[src/fir_ctrl_pkg.sv]
package fir_ctrl_pkg;

	////////////////////////////////////////////////////////////
	// axi-lite bus widths
	////////////////////////////////////////////////////////////

	typedef logic [11:0] axil_addr_t;
	typedef logic [31:0] axil_data_t;

	////////////////////////////////////////////////////////////
	// register map
	////////////////////////////////////////////////////////////

	localparam axil_addr_t REG_AP_CTRL  = 12'h000; // control / status
	localparam axil_addr_t REG_DATA_LEN = 12'h010; // samples per run
	localparam axil_addr_t REG_TAP_BASE = 12'h020; // tap 0 with one more tap every 4 bytes

	// bits of the control/status word
	localparam int AP_START_BIT = 0;
	localparam int AP_DONE_BIT  = 1;
	localparam int AP_IDLE_BIT  = 2;

endpackage

[src/fir_dsp_pkg.sv]
package fir_dsp_pkg;

	////////////////////////////////////////////////////////////
	// filter shape
	////////////////////////////////////////////////////////////

	localparam int TAP_NUM = 11;

	////////////////////////////////////////////////////////////
	// datapath types
	////////////////////////////////////////////////////////////

	// samples, taps, products and sums all wrap at 32 bits
	typedef logic signed [31:0] sample_t;

	// index into tap ram or history ram
	typedef logic [3:0] tap_idx_t;

	// run length and result count
	typedef logic [31:0] len_t;

endpackage

[src/fir_bram.sv]
`timescale 1ns/1ps

module fir_bram
	import fir_dsp_pkg::*;
#(
	parameter int DEPTH = TAP_NUM
) (
	input  logic     axis_clk,
	input  logic     axis_rst_n,
	input  logic     we,
	input  tap_idx_t wr_idx,
	input  sample_t  wr_data,
	input  tap_idx_t rd_idx,
	output sample_t  rd_data
);

	sample_t mem [DEPTH];

	// one write port, one read port, read data one cycle later
	always_ff @(posedge axis_clk) begin
		if (we) begin
			mem[wr_idx] <= wr_data;
		end
		rd_data <= mem[rd_idx]; // no bypass of a same-cycle write
	end

	// writers must keep their index inside the array
	a_wr_in_range: assert property (
		@(posedge axis_clk) disable iff (!axis_rst_n)
		we |-> (int'(wr_idx) < DEPTH)
	);

endmodule

[src/fir_axil_regs.sv]
`timescale 1ns/1ps

module fir_axil_regs
	import fir_ctrl_pkg::*, fir_dsp_pkg::*;
(
	input  logic       axis_clk,
	input  logic       axis_rst_n,
	input  logic       awvalid,
	input  axil_addr_t awaddr,
	output logic       awready,
	input  logic       wvalid,
	input  axil_data_t wdata,
	output logic       wready,
	input  logic       arvalid,
	input  axil_addr_t araddr,
	output logic       arready,
	output logic       rvalid,
	input  logic       rready,
	output axil_data_t rdata,
	output logic       start_pulse,
	output len_t       data_len,
	input  logic       done_pulse,
	input  tap_idx_t   tap_rd_idx,
	output sample_t    tap_rd_data
);

	logic       aw_ack;
	logic       wr_fire;
	logic       ap_idle;
	logic       ap_done;
	logic       busy;
	axil_addr_t rd_addr_q;
	logic       tap_we;
	tap_idx_t   tap_ram_rd_idx;
	axil_data_t status;

	function automatic logic is_tap(axil_addr_t a);
		return (a >= REG_TAP_BASE) && (a < REG_TAP_BASE + axil_addr_t'(4 * TAP_NUM));
	endfunction

	function automatic tap_idx_t tap_of(axil_addr_t a);
		axil_addr_t ofs;
		ofs = a - REG_TAP_BASE;
		return ofs[5:2]; // word index
	endfunction

	////////////////////////////////////////////////////////////
	// write channel
	////////////////////////////////////////////////////////////

	always_ff @(posedge axis_clk) begin
		if (!axis_rst_n) begin
			aw_ack <= 1'b0;
		end else begin
			aw_ack <= awvalid && wvalid && !aw_ack; // single-cycle ack
		end
	end

	assign awready = aw_ack;
	assign wready  = aw_ack;
	assign wr_fire = aw_ack && awvalid && wvalid;

	// run control, done/idle state, data length
	always_ff @(posedge axis_clk) begin
		if (!axis_rst_n) begin
			start_pulse <= 1'b0;
			ap_idle     <= 1'b1;
			ap_done     <= 1'b0;
			busy        <= 1'b0;
			data_len    <= '0;
		end else begin
			start_pulse <= 1'b0;
			if (wr_fire && ap_idle) begin
				if (awaddr == REG_AP_CTRL && wdata[AP_START_BIT]) begin
					start_pulse <= 1'b1;
					ap_idle     <= 1'b0;
					ap_done     <= 1'b0;
				end
				if (awaddr == REG_DATA_LEN) begin
					data_len <= len_t'(wdata);
				end
			end
			if (start_pulse) begin
				busy <= 1'b1;
			end
			if (done_pulse) begin
				busy    <= 1'b0;
				ap_idle <= 1'b1;
				ap_done <= 1'b1;
			end else if (rvalid && rready && rd_addr_q == REG_AP_CTRL) begin
				ap_done <= 1'b0; // cleared by status read
			end
		end
	end

	////////////////////////////////////////////////////////////
	// read channel
	////////////////////////////////////////////////////////////

	always_comb begin
		status               = '0;
		status[AP_START_BIT] = busy;
		status[AP_DONE_BIT]  = ap_done;
		status[AP_IDLE_BIT]  = ap_idle;
	end

	always_ff @(posedge axis_clk) begin
		if (!axis_rst_n) begin
			arready <= 1'b0;
			rvalid  <= 1'b0;
		end else begin
			arready <= arvalid && !arready && !rvalid;
			if (arready) begin
				rvalid <= 1'b1;
			end else if (rvalid && rready) begin
				rvalid <= 1'b0;
			end
		end
	end

	// address caught with arvalid, data caught with arready
	always_ff @(posedge axis_clk) begin
		if (arvalid && !arready && !rvalid) begin
			rd_addr_q <= araddr;
		end
		if (arready) begin
			if (rd_addr_q == REG_AP_CTRL) begin
				rdata <= status;
			end else if (rd_addr_q == REG_DATA_LEN) begin
				rdata <= axil_data_t'(data_len);
			end else if (is_tap(rd_addr_q) && ap_idle) begin
				rdata <= axil_data_t'(tap_rd_data);
			end else begin
				rdata <= '0; // unmapped, or tap while running
			end
		end
	end

	////////////////////////////////////////////////////////////
	// tap ram with its read port handed to the engine while busy
	////////////////////////////////////////////////////////////

	assign tap_we         = wr_fire && ap_idle && is_tap(awaddr);
	assign tap_ram_rd_idx = busy ? tap_rd_idx : tap_of(araddr);

	fir_bram #(
		.DEPTH(TAP_NUM)
	) u_tap_ram (
		.axis_clk  (axis_clk),
		.axis_rst_n(axis_rst_n),
		.we        (tap_we),
		.wr_idx    (tap_of(awaddr)),
		.wr_data   (sample_t'(wdata)),
		.rd_idx    (tap_ram_rd_idx),
		.rd_data   (tap_rd_data)
	);

	// a run is never restarted underneath the engine
	a_start_idle: assert property (
		@(posedge axis_clk) disable iff (!axis_rst_n)
		start_pulse |-> !busy
	);

	// last output handshake only happens inside a run
	a_done_busy: assert property (
		@(posedge axis_clk) disable iff (!axis_rst_n)
		done_pulse |-> busy
	);

endmodule

[src/fir_mac_engine.sv]
`timescale 1ns/1ps

module fir_mac_engine
	import fir_dsp_pkg::*;
(
	input  logic     axis_clk,
	input  logic     axis_rst_n,
	input  logic     start_pulse,
	input  len_t     data_len,
	input  logic     ss_tvalid,
	input  sample_t  ss_tdata,
	output logic     ss_tready,
	output tap_idx_t tap_rd_idx,
	input  sample_t  tap_rd_data,
	output logic     y_valid,
	output sample_t  y_data,
	input  logic     y_taken
);

	enum logic [2:0] {
		S_IDLE,
		S_CLEAR, // zero the history
		S_WAIT,  // waiting for a sample
		S_ACC,   // tap reads and mac
		S_HOLD   // result waiting for output stage
	} state;

	tap_idx_t cnt;    // clear index or tap index
	tap_idx_t wr_ptr; // slot of newest sample
	len_t     n_in;
	logic     rd_issue;
	logic     mac_en;
	sample_t  acc;
	logic     hist_we;
	tap_idx_t hist_wr_idx;
	sample_t  hist_wr_data;
	tap_idx_t hist_rd_idx;
	sample_t  hist_rd_data;

	assign ss_tready = (state == S_WAIT) && ss_tvalid;
	assign rd_issue  = (state == S_ACC) && (cnt < TAP_NUM);

	////////////////////////////////////////////////////////////
	// history ram ports
	////////////////////////////////////////////////////////////

	always_comb begin
		hist_we      = 1'b0;
		hist_wr_idx  = wr_ptr;
		hist_wr_data = ss_tdata;
		if (state == S_CLEAR) begin
			hist_we      = 1'b1;
			hist_wr_idx  = cnt;
			hist_wr_data = '0;
		end else if (ss_tready) begin
			hist_we = 1'b1; // new sample into its slot
		end
	end

	// sample i back sits at wr_ptr - i, wrapped
	assign hist_rd_idx = (wr_ptr >= cnt) ? tap_idx_t'(wr_ptr - cnt)
	                                     : tap_idx_t'(wr_ptr + TAP_NUM - cnt);
	assign tap_rd_idx  = rd_issue ? cnt : '0;

	fir_bram #(
		.DEPTH(TAP_NUM)
	) u_hist_ram (
		.axis_clk  (axis_clk),
		.axis_rst_n(axis_rst_n),
		.we        (hist_we),
		.wr_idx    (hist_wr_idx),
		.wr_data   (hist_wr_data),
		.rd_idx    (hist_rd_idx),
		.rd_data   (hist_rd_data)
	);

	////////////////////////////////////////////////////////////
	// sequencing
	////////////////////////////////////////////////////////////

	always_ff @(posedge axis_clk) begin
		if (!axis_rst_n) begin
			state  <= S_IDLE;
			cnt    <= '0;
			wr_ptr <= '0;
			n_in   <= '0;
			mac_en <= 1'b0;
		end else begin
			mac_en <= rd_issue; // ram data arrives next cycle
			case (state)
				S_IDLE: begin
					if (start_pulse) begin
						state  <= S_CLEAR;
						cnt    <= '0;
						wr_ptr <= '0;
						n_in   <= '0;
					end
				end
				S_CLEAR: begin
					if (cnt == TAP_NUM - 1) begin
						cnt   <= '0;
						state <= S_WAIT;
					end else begin
						cnt <= cnt + 1'b1;
					end
				end
				S_WAIT: begin
					if (ss_tready) begin
						n_in  <= n_in + 1'b1;
						cnt   <= '0;
						state <= S_ACC;
					end
				end
				S_ACC: begin
					// one extra cycle drains the last product
					if (cnt == TAP_NUM) begin
						state  <= S_HOLD;
						wr_ptr <= (wr_ptr == TAP_NUM - 1) ? '0 : wr_ptr + 1'b1;
					end else begin
						cnt <= cnt + 1'b1;
					end
				end
				S_HOLD: begin
					if (y_taken) begin
						state <= (n_in == data_len) ? S_IDLE : S_WAIT;
					end
				end
				default: state <= S_IDLE;
			endcase
		end
	end

	// wrapping accumulator
	always_ff @(posedge axis_clk) begin
		if (ss_tready) begin
			acc <= '0;
		end else if (mac_en) begin
			acc <= acc + tap_rd_data * hist_rd_data;
		end
	end

	assign y_valid = (state == S_HOLD);
	assign y_data  = acc;

endmodule

[src/fir_stream_out.sv]
`timescale 1ns/1ps

module fir_stream_out
	import fir_dsp_pkg::*;
(
	input  logic    axis_clk,
	input  logic    axis_rst_n,
	input  logic    y_valid,
	input  sample_t y_data,
	input  len_t    data_len,
	input  logic    start_pulse,
	output logic    y_taken,
	input  logic    sm_tready,
	output logic    sm_tvalid,
	output sample_t sm_tdata,
	output logic    sm_tlast,
	output logic    done_pulse
);

	len_t out_cnt; // results loaded this run
	logic last_next;

	// register free, or emptied this cycle
	assign y_taken    = y_valid && (!sm_tvalid || sm_tready);
	assign last_next  = (out_cnt + 1'b1 == data_len);
	assign done_pulse = sm_tvalid && sm_tready && sm_tlast;

	always_ff @(posedge axis_clk) begin
		if (!axis_rst_n) begin
			sm_tvalid <= 1'b0;
			sm_tlast  <= 1'b0;
			out_cnt   <= '0;
		end else begin
			if (start_pulse) begin
				out_cnt <= '0;
			end
			if (y_taken) begin
				sm_tvalid <= 1'b1;
				sm_tlast  <= last_next;
				out_cnt   <= out_cnt + 1'b1;
			end else if (sm_tready) begin
				sm_tvalid <= 1'b0;
				sm_tlast  <= 1'b0;
			end
		end
	end

	always_ff @(posedge axis_clk) begin
		if (y_taken) begin
			sm_tdata <= y_data;
		end
	end

	// stalled beat must not move
	a_hold_stable: assert property (
		@(posedge axis_clk) disable iff (!axis_rst_n)
		sm_tvalid && !sm_tready |=> sm_tvalid && $stable(sm_tdata) && $stable(sm_tlast)
	);

endmodule

[src/fir_top.sv]
`timescale 1ns/1ps

module fir_top
	import fir_ctrl_pkg::*, fir_dsp_pkg::*;
(
	input  logic       axis_clk,
	input  logic       axis_rst_n,
	// axi-lite
	input  logic       awvalid,
	input  axil_addr_t awaddr,
	output logic       awready,
	input  logic       wvalid,
	input  axil_data_t wdata,
	output logic       wready,
	input  logic       arvalid,
	input  axil_addr_t araddr,
	output logic       arready,
	output logic       rvalid,
	input  logic       rready,
	output axil_data_t rdata,
	// stream in
	input  logic       ss_tvalid,
	input  sample_t    ss_tdata,
	input  logic       ss_tlast,  // end of run comes from data_len
	output logic       ss_tready,
	// stream out
	input  logic       sm_tready,
	output logic       sm_tvalid,
	output sample_t    sm_tdata,
	output logic       sm_tlast
);

	logic     start_pulse;
	len_t     data_len;
	logic     done_pulse;
	tap_idx_t tap_rd_idx;
	sample_t  tap_rd_data;
	logic     y_valid;
	sample_t  y_data;
	logic     y_taken;

	fir_axil_regs u_regs (
		.axis_clk   (axis_clk),
		.axis_rst_n (axis_rst_n),
		.awvalid    (awvalid),
		.awaddr     (awaddr),
		.awready    (awready),
		.wvalid     (wvalid),
		.wdata      (wdata),
		.wready     (wready),
		.arvalid    (arvalid),
		.araddr     (araddr),
		.arready    (arready),
		.rvalid     (rvalid),
		.rready     (rready),
		.rdata      (rdata),
		.start_pulse(start_pulse),
		.data_len   (data_len),
		.done_pulse (done_pulse),
		.tap_rd_idx (tap_rd_idx),
		.tap_rd_data(tap_rd_data)
	);

	fir_mac_engine u_engine (
		.axis_clk   (axis_clk),
		.axis_rst_n (axis_rst_n),
		.start_pulse(start_pulse),
		.data_len   (data_len),
		.ss_tvalid  (ss_tvalid),
		.ss_tdata   (ss_tdata),
		.ss_tready  (ss_tready),
		.tap_rd_idx (tap_rd_idx),
		.tap_rd_data(tap_rd_data),
		.y_valid    (y_valid),
		.y_data     (y_data),
		.y_taken    (y_taken)
	);

	fir_stream_out u_out (
		.axis_clk   (axis_clk),
		.axis_rst_n (axis_rst_n),
		.y_valid    (y_valid),
		.y_data     (y_data),
		.data_len   (data_len),
		.start_pulse(start_pulse),
		.y_taken    (y_taken),
		.sm_tready  (sm_tready),
		.sm_tvalid  (sm_tvalid),
		.sm_tdata   (sm_tdata),
		.sm_tlast   (sm_tlast),
		.done_pulse (done_pulse)
	);

endmodule

[config.mk]
export PLATFORM = sky130hd
export DESIGN_NAME = fir_top
export DESIGN_NICKNAME = d
export VERILOG_FILES = /design/src/fir_ctrl_pkg.sv /design/src/fir_dsp_pkg.sv /design/src/fir_bram.sv /design/src/fir_axil_regs.sv /design/src/fir_mac_engine.sv /design/src/fir_stream_out.sv /design/src/fir_top.sv
export SDC_FILE = /design/constraint.sdc
export NUM_CORES = 2
export LEC_CHECK = 0
export BUFFER_PORTS_ARGS = -buffer_cell sky130_fd_sc_hd__buf_4
export CORE_MARGIN = 5
export CORE_UTILIZATION = 63
export CTS_CLUSTER_DIAMETER = 150
export DETAILED_ROUTE_END_ITERATION = 7
export PLACE_DENSITY = 0.81
export SYNTH_ARGS = -nofsm -noshare
export SYNTH_HDL_FRONTEND = slang
export SYNTH_SLANG_ARGS = --single-unit
[constraint.sdc]
create_clock -name axis_clk -period 9.29 [get_ports axis_clk]
set_input_delay 0.4645 -clock axis_clk [delete_from_list [all_inputs] [get_ports axis_clk]]
set_output_delay 0.4645 -clock axis_clk [all_outputs]
set_load 0.03 [all_outputs]
==> flow_summary.toml <==
[timing]
rsz_0062_raised_after_global_routing = "false"
finalSetupViolations = 0
final-hold-violation-count = 0
worst_slew_pin_slew_ns = 1.12
finalMaxSlewViolations = 0
timing.clock.skew_ns = 0.0425
max_freq_mhz = 125
timing.final.crit_share_pct = 86.4
rel_slew_slack_pct = 25.2
final.setup.tns_ns = 0
layout_min_cycle_time_ns = 8.02

[placed_design]
io_buffer_count = 166
placement.cell_area_um2 = 58600
gpl.final_weighted_congestion = 0.920
hpwl_um = 90800

[clocking]
cts_sinks = 993
cts-root-buf = "clkbuf_16"
tritoncts_clock_tree = "yes"
cts.htree.levels = 3
clock_insertion_delay_worst_skew_ns = 0.69
max-clock-path-buffers = 3
cts_inserted_buffers = 97
post_cts.resized_instances = 0
clkSlewWorstSetupHoldPaths_ns = 0.07
cts.repair_timing.setup_buffer_count = 0

[global_route]
number_of_antenna_violations_at_the_first_check_in_global_routing = 7
largest_net_degree_at_the_start_of_global_routing = 193
first_global_vias = 38400
wire_length_of_the_first_global_routing_pass_um = 217000
grt_use_total_pct = 29.7
grt.overflow.total = 0

[detailed_routing]
ant_nets = 0
drt_pass1_iterations = 5
avgRoutedWirePerCell_um = 22.8
drcViolationCount = 0
number_of_violations_reported_at_the_end_of_detailed_routing_iteration_0 = 4093
route.final.wire_length_um = 140000
route.vias.total = 36900
viasPerCell = 6.02

[power_and_ir_drop]
power.net_switching_mw = 9.98
switching_share_pct = 42.8
vdd_drop_max_mv = 1.15
proportion_of_power_drawn_by_combinational_gates_pct = 62.7
leakage_power_nw = 24.4
clockPowerShare_pct = 16.5
power_report.internal_total_mw = 13.3
power-per-cell-area_nw_per_um2 = 377
power.share.sequential_pct = 20.9

[synth]
synth_top_cells_by_count = "edfxtp_1 (780), nand2_1 (761), inv_1 (545)"
primary_flip_flop_cell_chosen_by_synthesis_mapping = "edfxtp_1"
async_flop_share_pct = 0
ys_warn_count = 0
synthDistinctLibCells = 64
synthDominantAreaCellType = "edfxtp_1"
ys_top_cells_by_area = "edfxtp_1 (42%), fa_1 (16%), dfxtp_1 (7.6%), nand2_1 (5.1%), and2_1 (3.7%)"
portion_of_the_post_synthesis_area_used_by_sequential_elements_pct = 49.4
syn_area_per_cell_um2 = 11.7
synthesis.nets = 5485
yosys_register_bits = 993
synth-edff-count = 780
synth_top_area_share_pct = 41.8
synthesis.area_um2 = 56100
syn-instance-count = 4783
synth_most_common_cell = "edfxtp_1"

[critical_path]
worstPathMaxFanout = 17
worstReg2RegStart = "u_engine.u_hist_ram.rd_data[0]$_DFF_P_"
startpoint_class = "register"
end_kind = "register"
timing_worst_setup_path_type = "register to register"
regToRegEndpoint = "u_engine.y_data[30]$_SDFFE_PP0P_"
timing.critical_path.arrival_ns = 8.56
critical_path.startpoint = "u_engine.u_hist_ram.rd_data[0]$_DFF_P_"
worstSetupEndpoint = "u_engine.y_data[30]$_SDFFE_PP0P_"
reg2reg_setup_slack_ns = 1.27
r2r_cells = 25
cp.required_ns = 9.82

[cells_and_area]
synthToLayoutAreaGrowth_pct = 10.4
drive_above_1_share_pct = 10.2
fin_area_um2 = 61900
number_of_filler_instances_in_the_final_layout = 5906
fin_nets = 5585

[floorplanning]
core_um2 = 88400
std_cell_rows = 109
fp.dieH_um = 308
die_x_um = 308
initial_core_util_pct = 63.4
die_area_um2 = 95100
ports = 168

[min_path]
holdCritPathClass = "primary input to register"

[run_status]
result_of_the_run = "completed"

[flow_run]
maxCapViolCount = 0
-- per-layer routing --
layer  share of wire, %  global-route usage (%)  wire (µm)  vias up
met4                4.4                    11.6       6080        2
met2                 48                    48.3      66500     2039
met3                 11                    6.99      14700      414
met5             0.0072                       0         10        -
li1                   -                       -          -    16200
met1                 37                    39.5      52400    18300
-- sequential cells by signal, summed over array words and instances (netlist names), 12 cells and up --
| name | cells |
|---|---|
| u_engine.n_in | 32 |
| u_engine.u_hist_ram.mem | 352 |
| u_engine.u_hist_ram.rd_data | 32 |
| u_engine.y_data | 32 |
| u_out.out_cnt | 32 |
| u_out.sm_tdata | 32 |
| u_regs.data_len | 32 |
| u_regs.rd_addr_q | 12 |
| u_regs.rdata | 32 |
| u_regs.u_tap_ram.mem | 352 |
| u_regs.u_tap_ram.rd_data | 32 |
-- worst min-delay path by stage --
stage / slack [ns] / to / cells past startpoint / startpoint
final: 0.05 / u_regs.u_tap_ram.mem[4][31]$_DFFE_PP_ / 1 / wdata[31]
after global routing: 0.04 / u_regs.u_tap_ram.mem[9][31]$_DFFE_PP_ / 1 / wdata[31]
after CTS: 0.02 / u_regs.u_tap_ram.mem[4][31]$_DFFE_PP_ / 1 / wdata[31]
after detailed placement: 0.42 / u_out.sm_tdata[21]$_DFFE_PP_ / 0 / u_engine.y_data[21]$_SDFFE_PP0P_
after global placement: 0.42 / u_out.sm_tdata[14]$_DFFE_PP_ / 0 / u_engine.y_data[14]$_SDFFE_PP0P_
after floorplan: 0.41 / u_out.sm_tdata[14]$_DFFE_PP_ / 0 / u_engine.y_data[14]$_SDFFE_PP0P_
-- layout make-up --
class	instances	area, µm²	share of cell area [%]
timing repair buffer	258	1980	3.20
clock buffer	128	2680	4.33
clock inverter	53	457	0.738
tap	1165	1460	2.36
inverter	546	2050	3.31
multi-input combinational	2987	25500	41.3
antenna	6	15.0	0.0243
sequential	993	27700	44.8
-- cells by family after synthesis --
kind of cell | after synthesis | synth area share, %
buffers and inverters | 803 | 5.55
AND/OR/NAND/NOR | 1527 | 12.8
AO/OA/AOI/OAI | 489 | 5.35
XOR/XNOR | 209 | 3.26
adder cells (fa/ha/maj) | 605 | 19.4
multiplexers | 157 | 4.23
flip-flops | 993 | 49.4
-- power by group through the flow --
stage                     Clock [mW]  Combinational, mW  Sequential, mW
after global routing            4.07               16.3            4.86
final                           3.84               14.6            4.87
after CTS                       3.87               14.4            4.86
after detailed placement           0               14.3            4.96
after floorplan                    0               11.2            4.92
after global placement             0               14.0            4.96
-- timing repair --
| action | in CTS | in global routing |
|---|---|---|
| hold endpoints to repair | 12 | 0 |
| setup endpoints to repair | 0 | 0 |
| hold buffers | 12 | 0 |
-- stage by stage --
step           power [mW]  utilization (%)  hold slack, ns  cells  worst slack, ns
6_report             23.3             70.0          0.0477   6136             1.27
5_1_grt              25.3             70.0          0.0412   6134             1.06
4_1_cts              23.2             70.0          0.0188   6130             1.39
3_5_place_dp         19.3             66.3           0.418   5937             1.39
3_3_place_gp         18.9             66.3           0.416   5937             1.49
2_1_floorplan        16.2                -           0.408   4783             2.47
-- layout by cell type, fill, tap and decap left out, drive strengths merged, types with 12 or more instances in the layout --
master and count:
nand2 762, nand4 27, mux4 64, nor2 160, and2 330, inv 553, ha 164, clkinv 40
or3 18, dlygate4sd3 12, buf 246, a22o 29, nor3 29, a211oi 42, xor2 64, clkbuf 128
dfxtp 213, a21oi 163, mux2i 92, a31oi 47, and3 55, edfxtp 780, xnor2 145, nand3 95
o21ai 125, a311oi 38, fa 441
-- critical path: stages, from the launching register on --
cell and delay, ns:
dfxtp_1 0.82, buf_4 0.36, and2_1 0.18, fa_1 0.45
fa_1 0.55, inv_1 0.05, fa_1 0.46, fa_1 0.51
fa_1 0.51, inv_1 0.04, ha_1 0.28, fa_1 0.48
inv_1 0.05, fa_1 0.47, inv_1 0.04, ha_1 0.34
a21o_1 0.20, a21o_1 0.18, a21oi_1 0.23, a2bb2oi_1 0.25
a31o_2 0.22, nor2_1 0.07, a311oi_1 0.66, a21oi_1 0.19
xnor2_1 0.19, a21oi_1 0.08
Power figures use the tool's default switching activity.
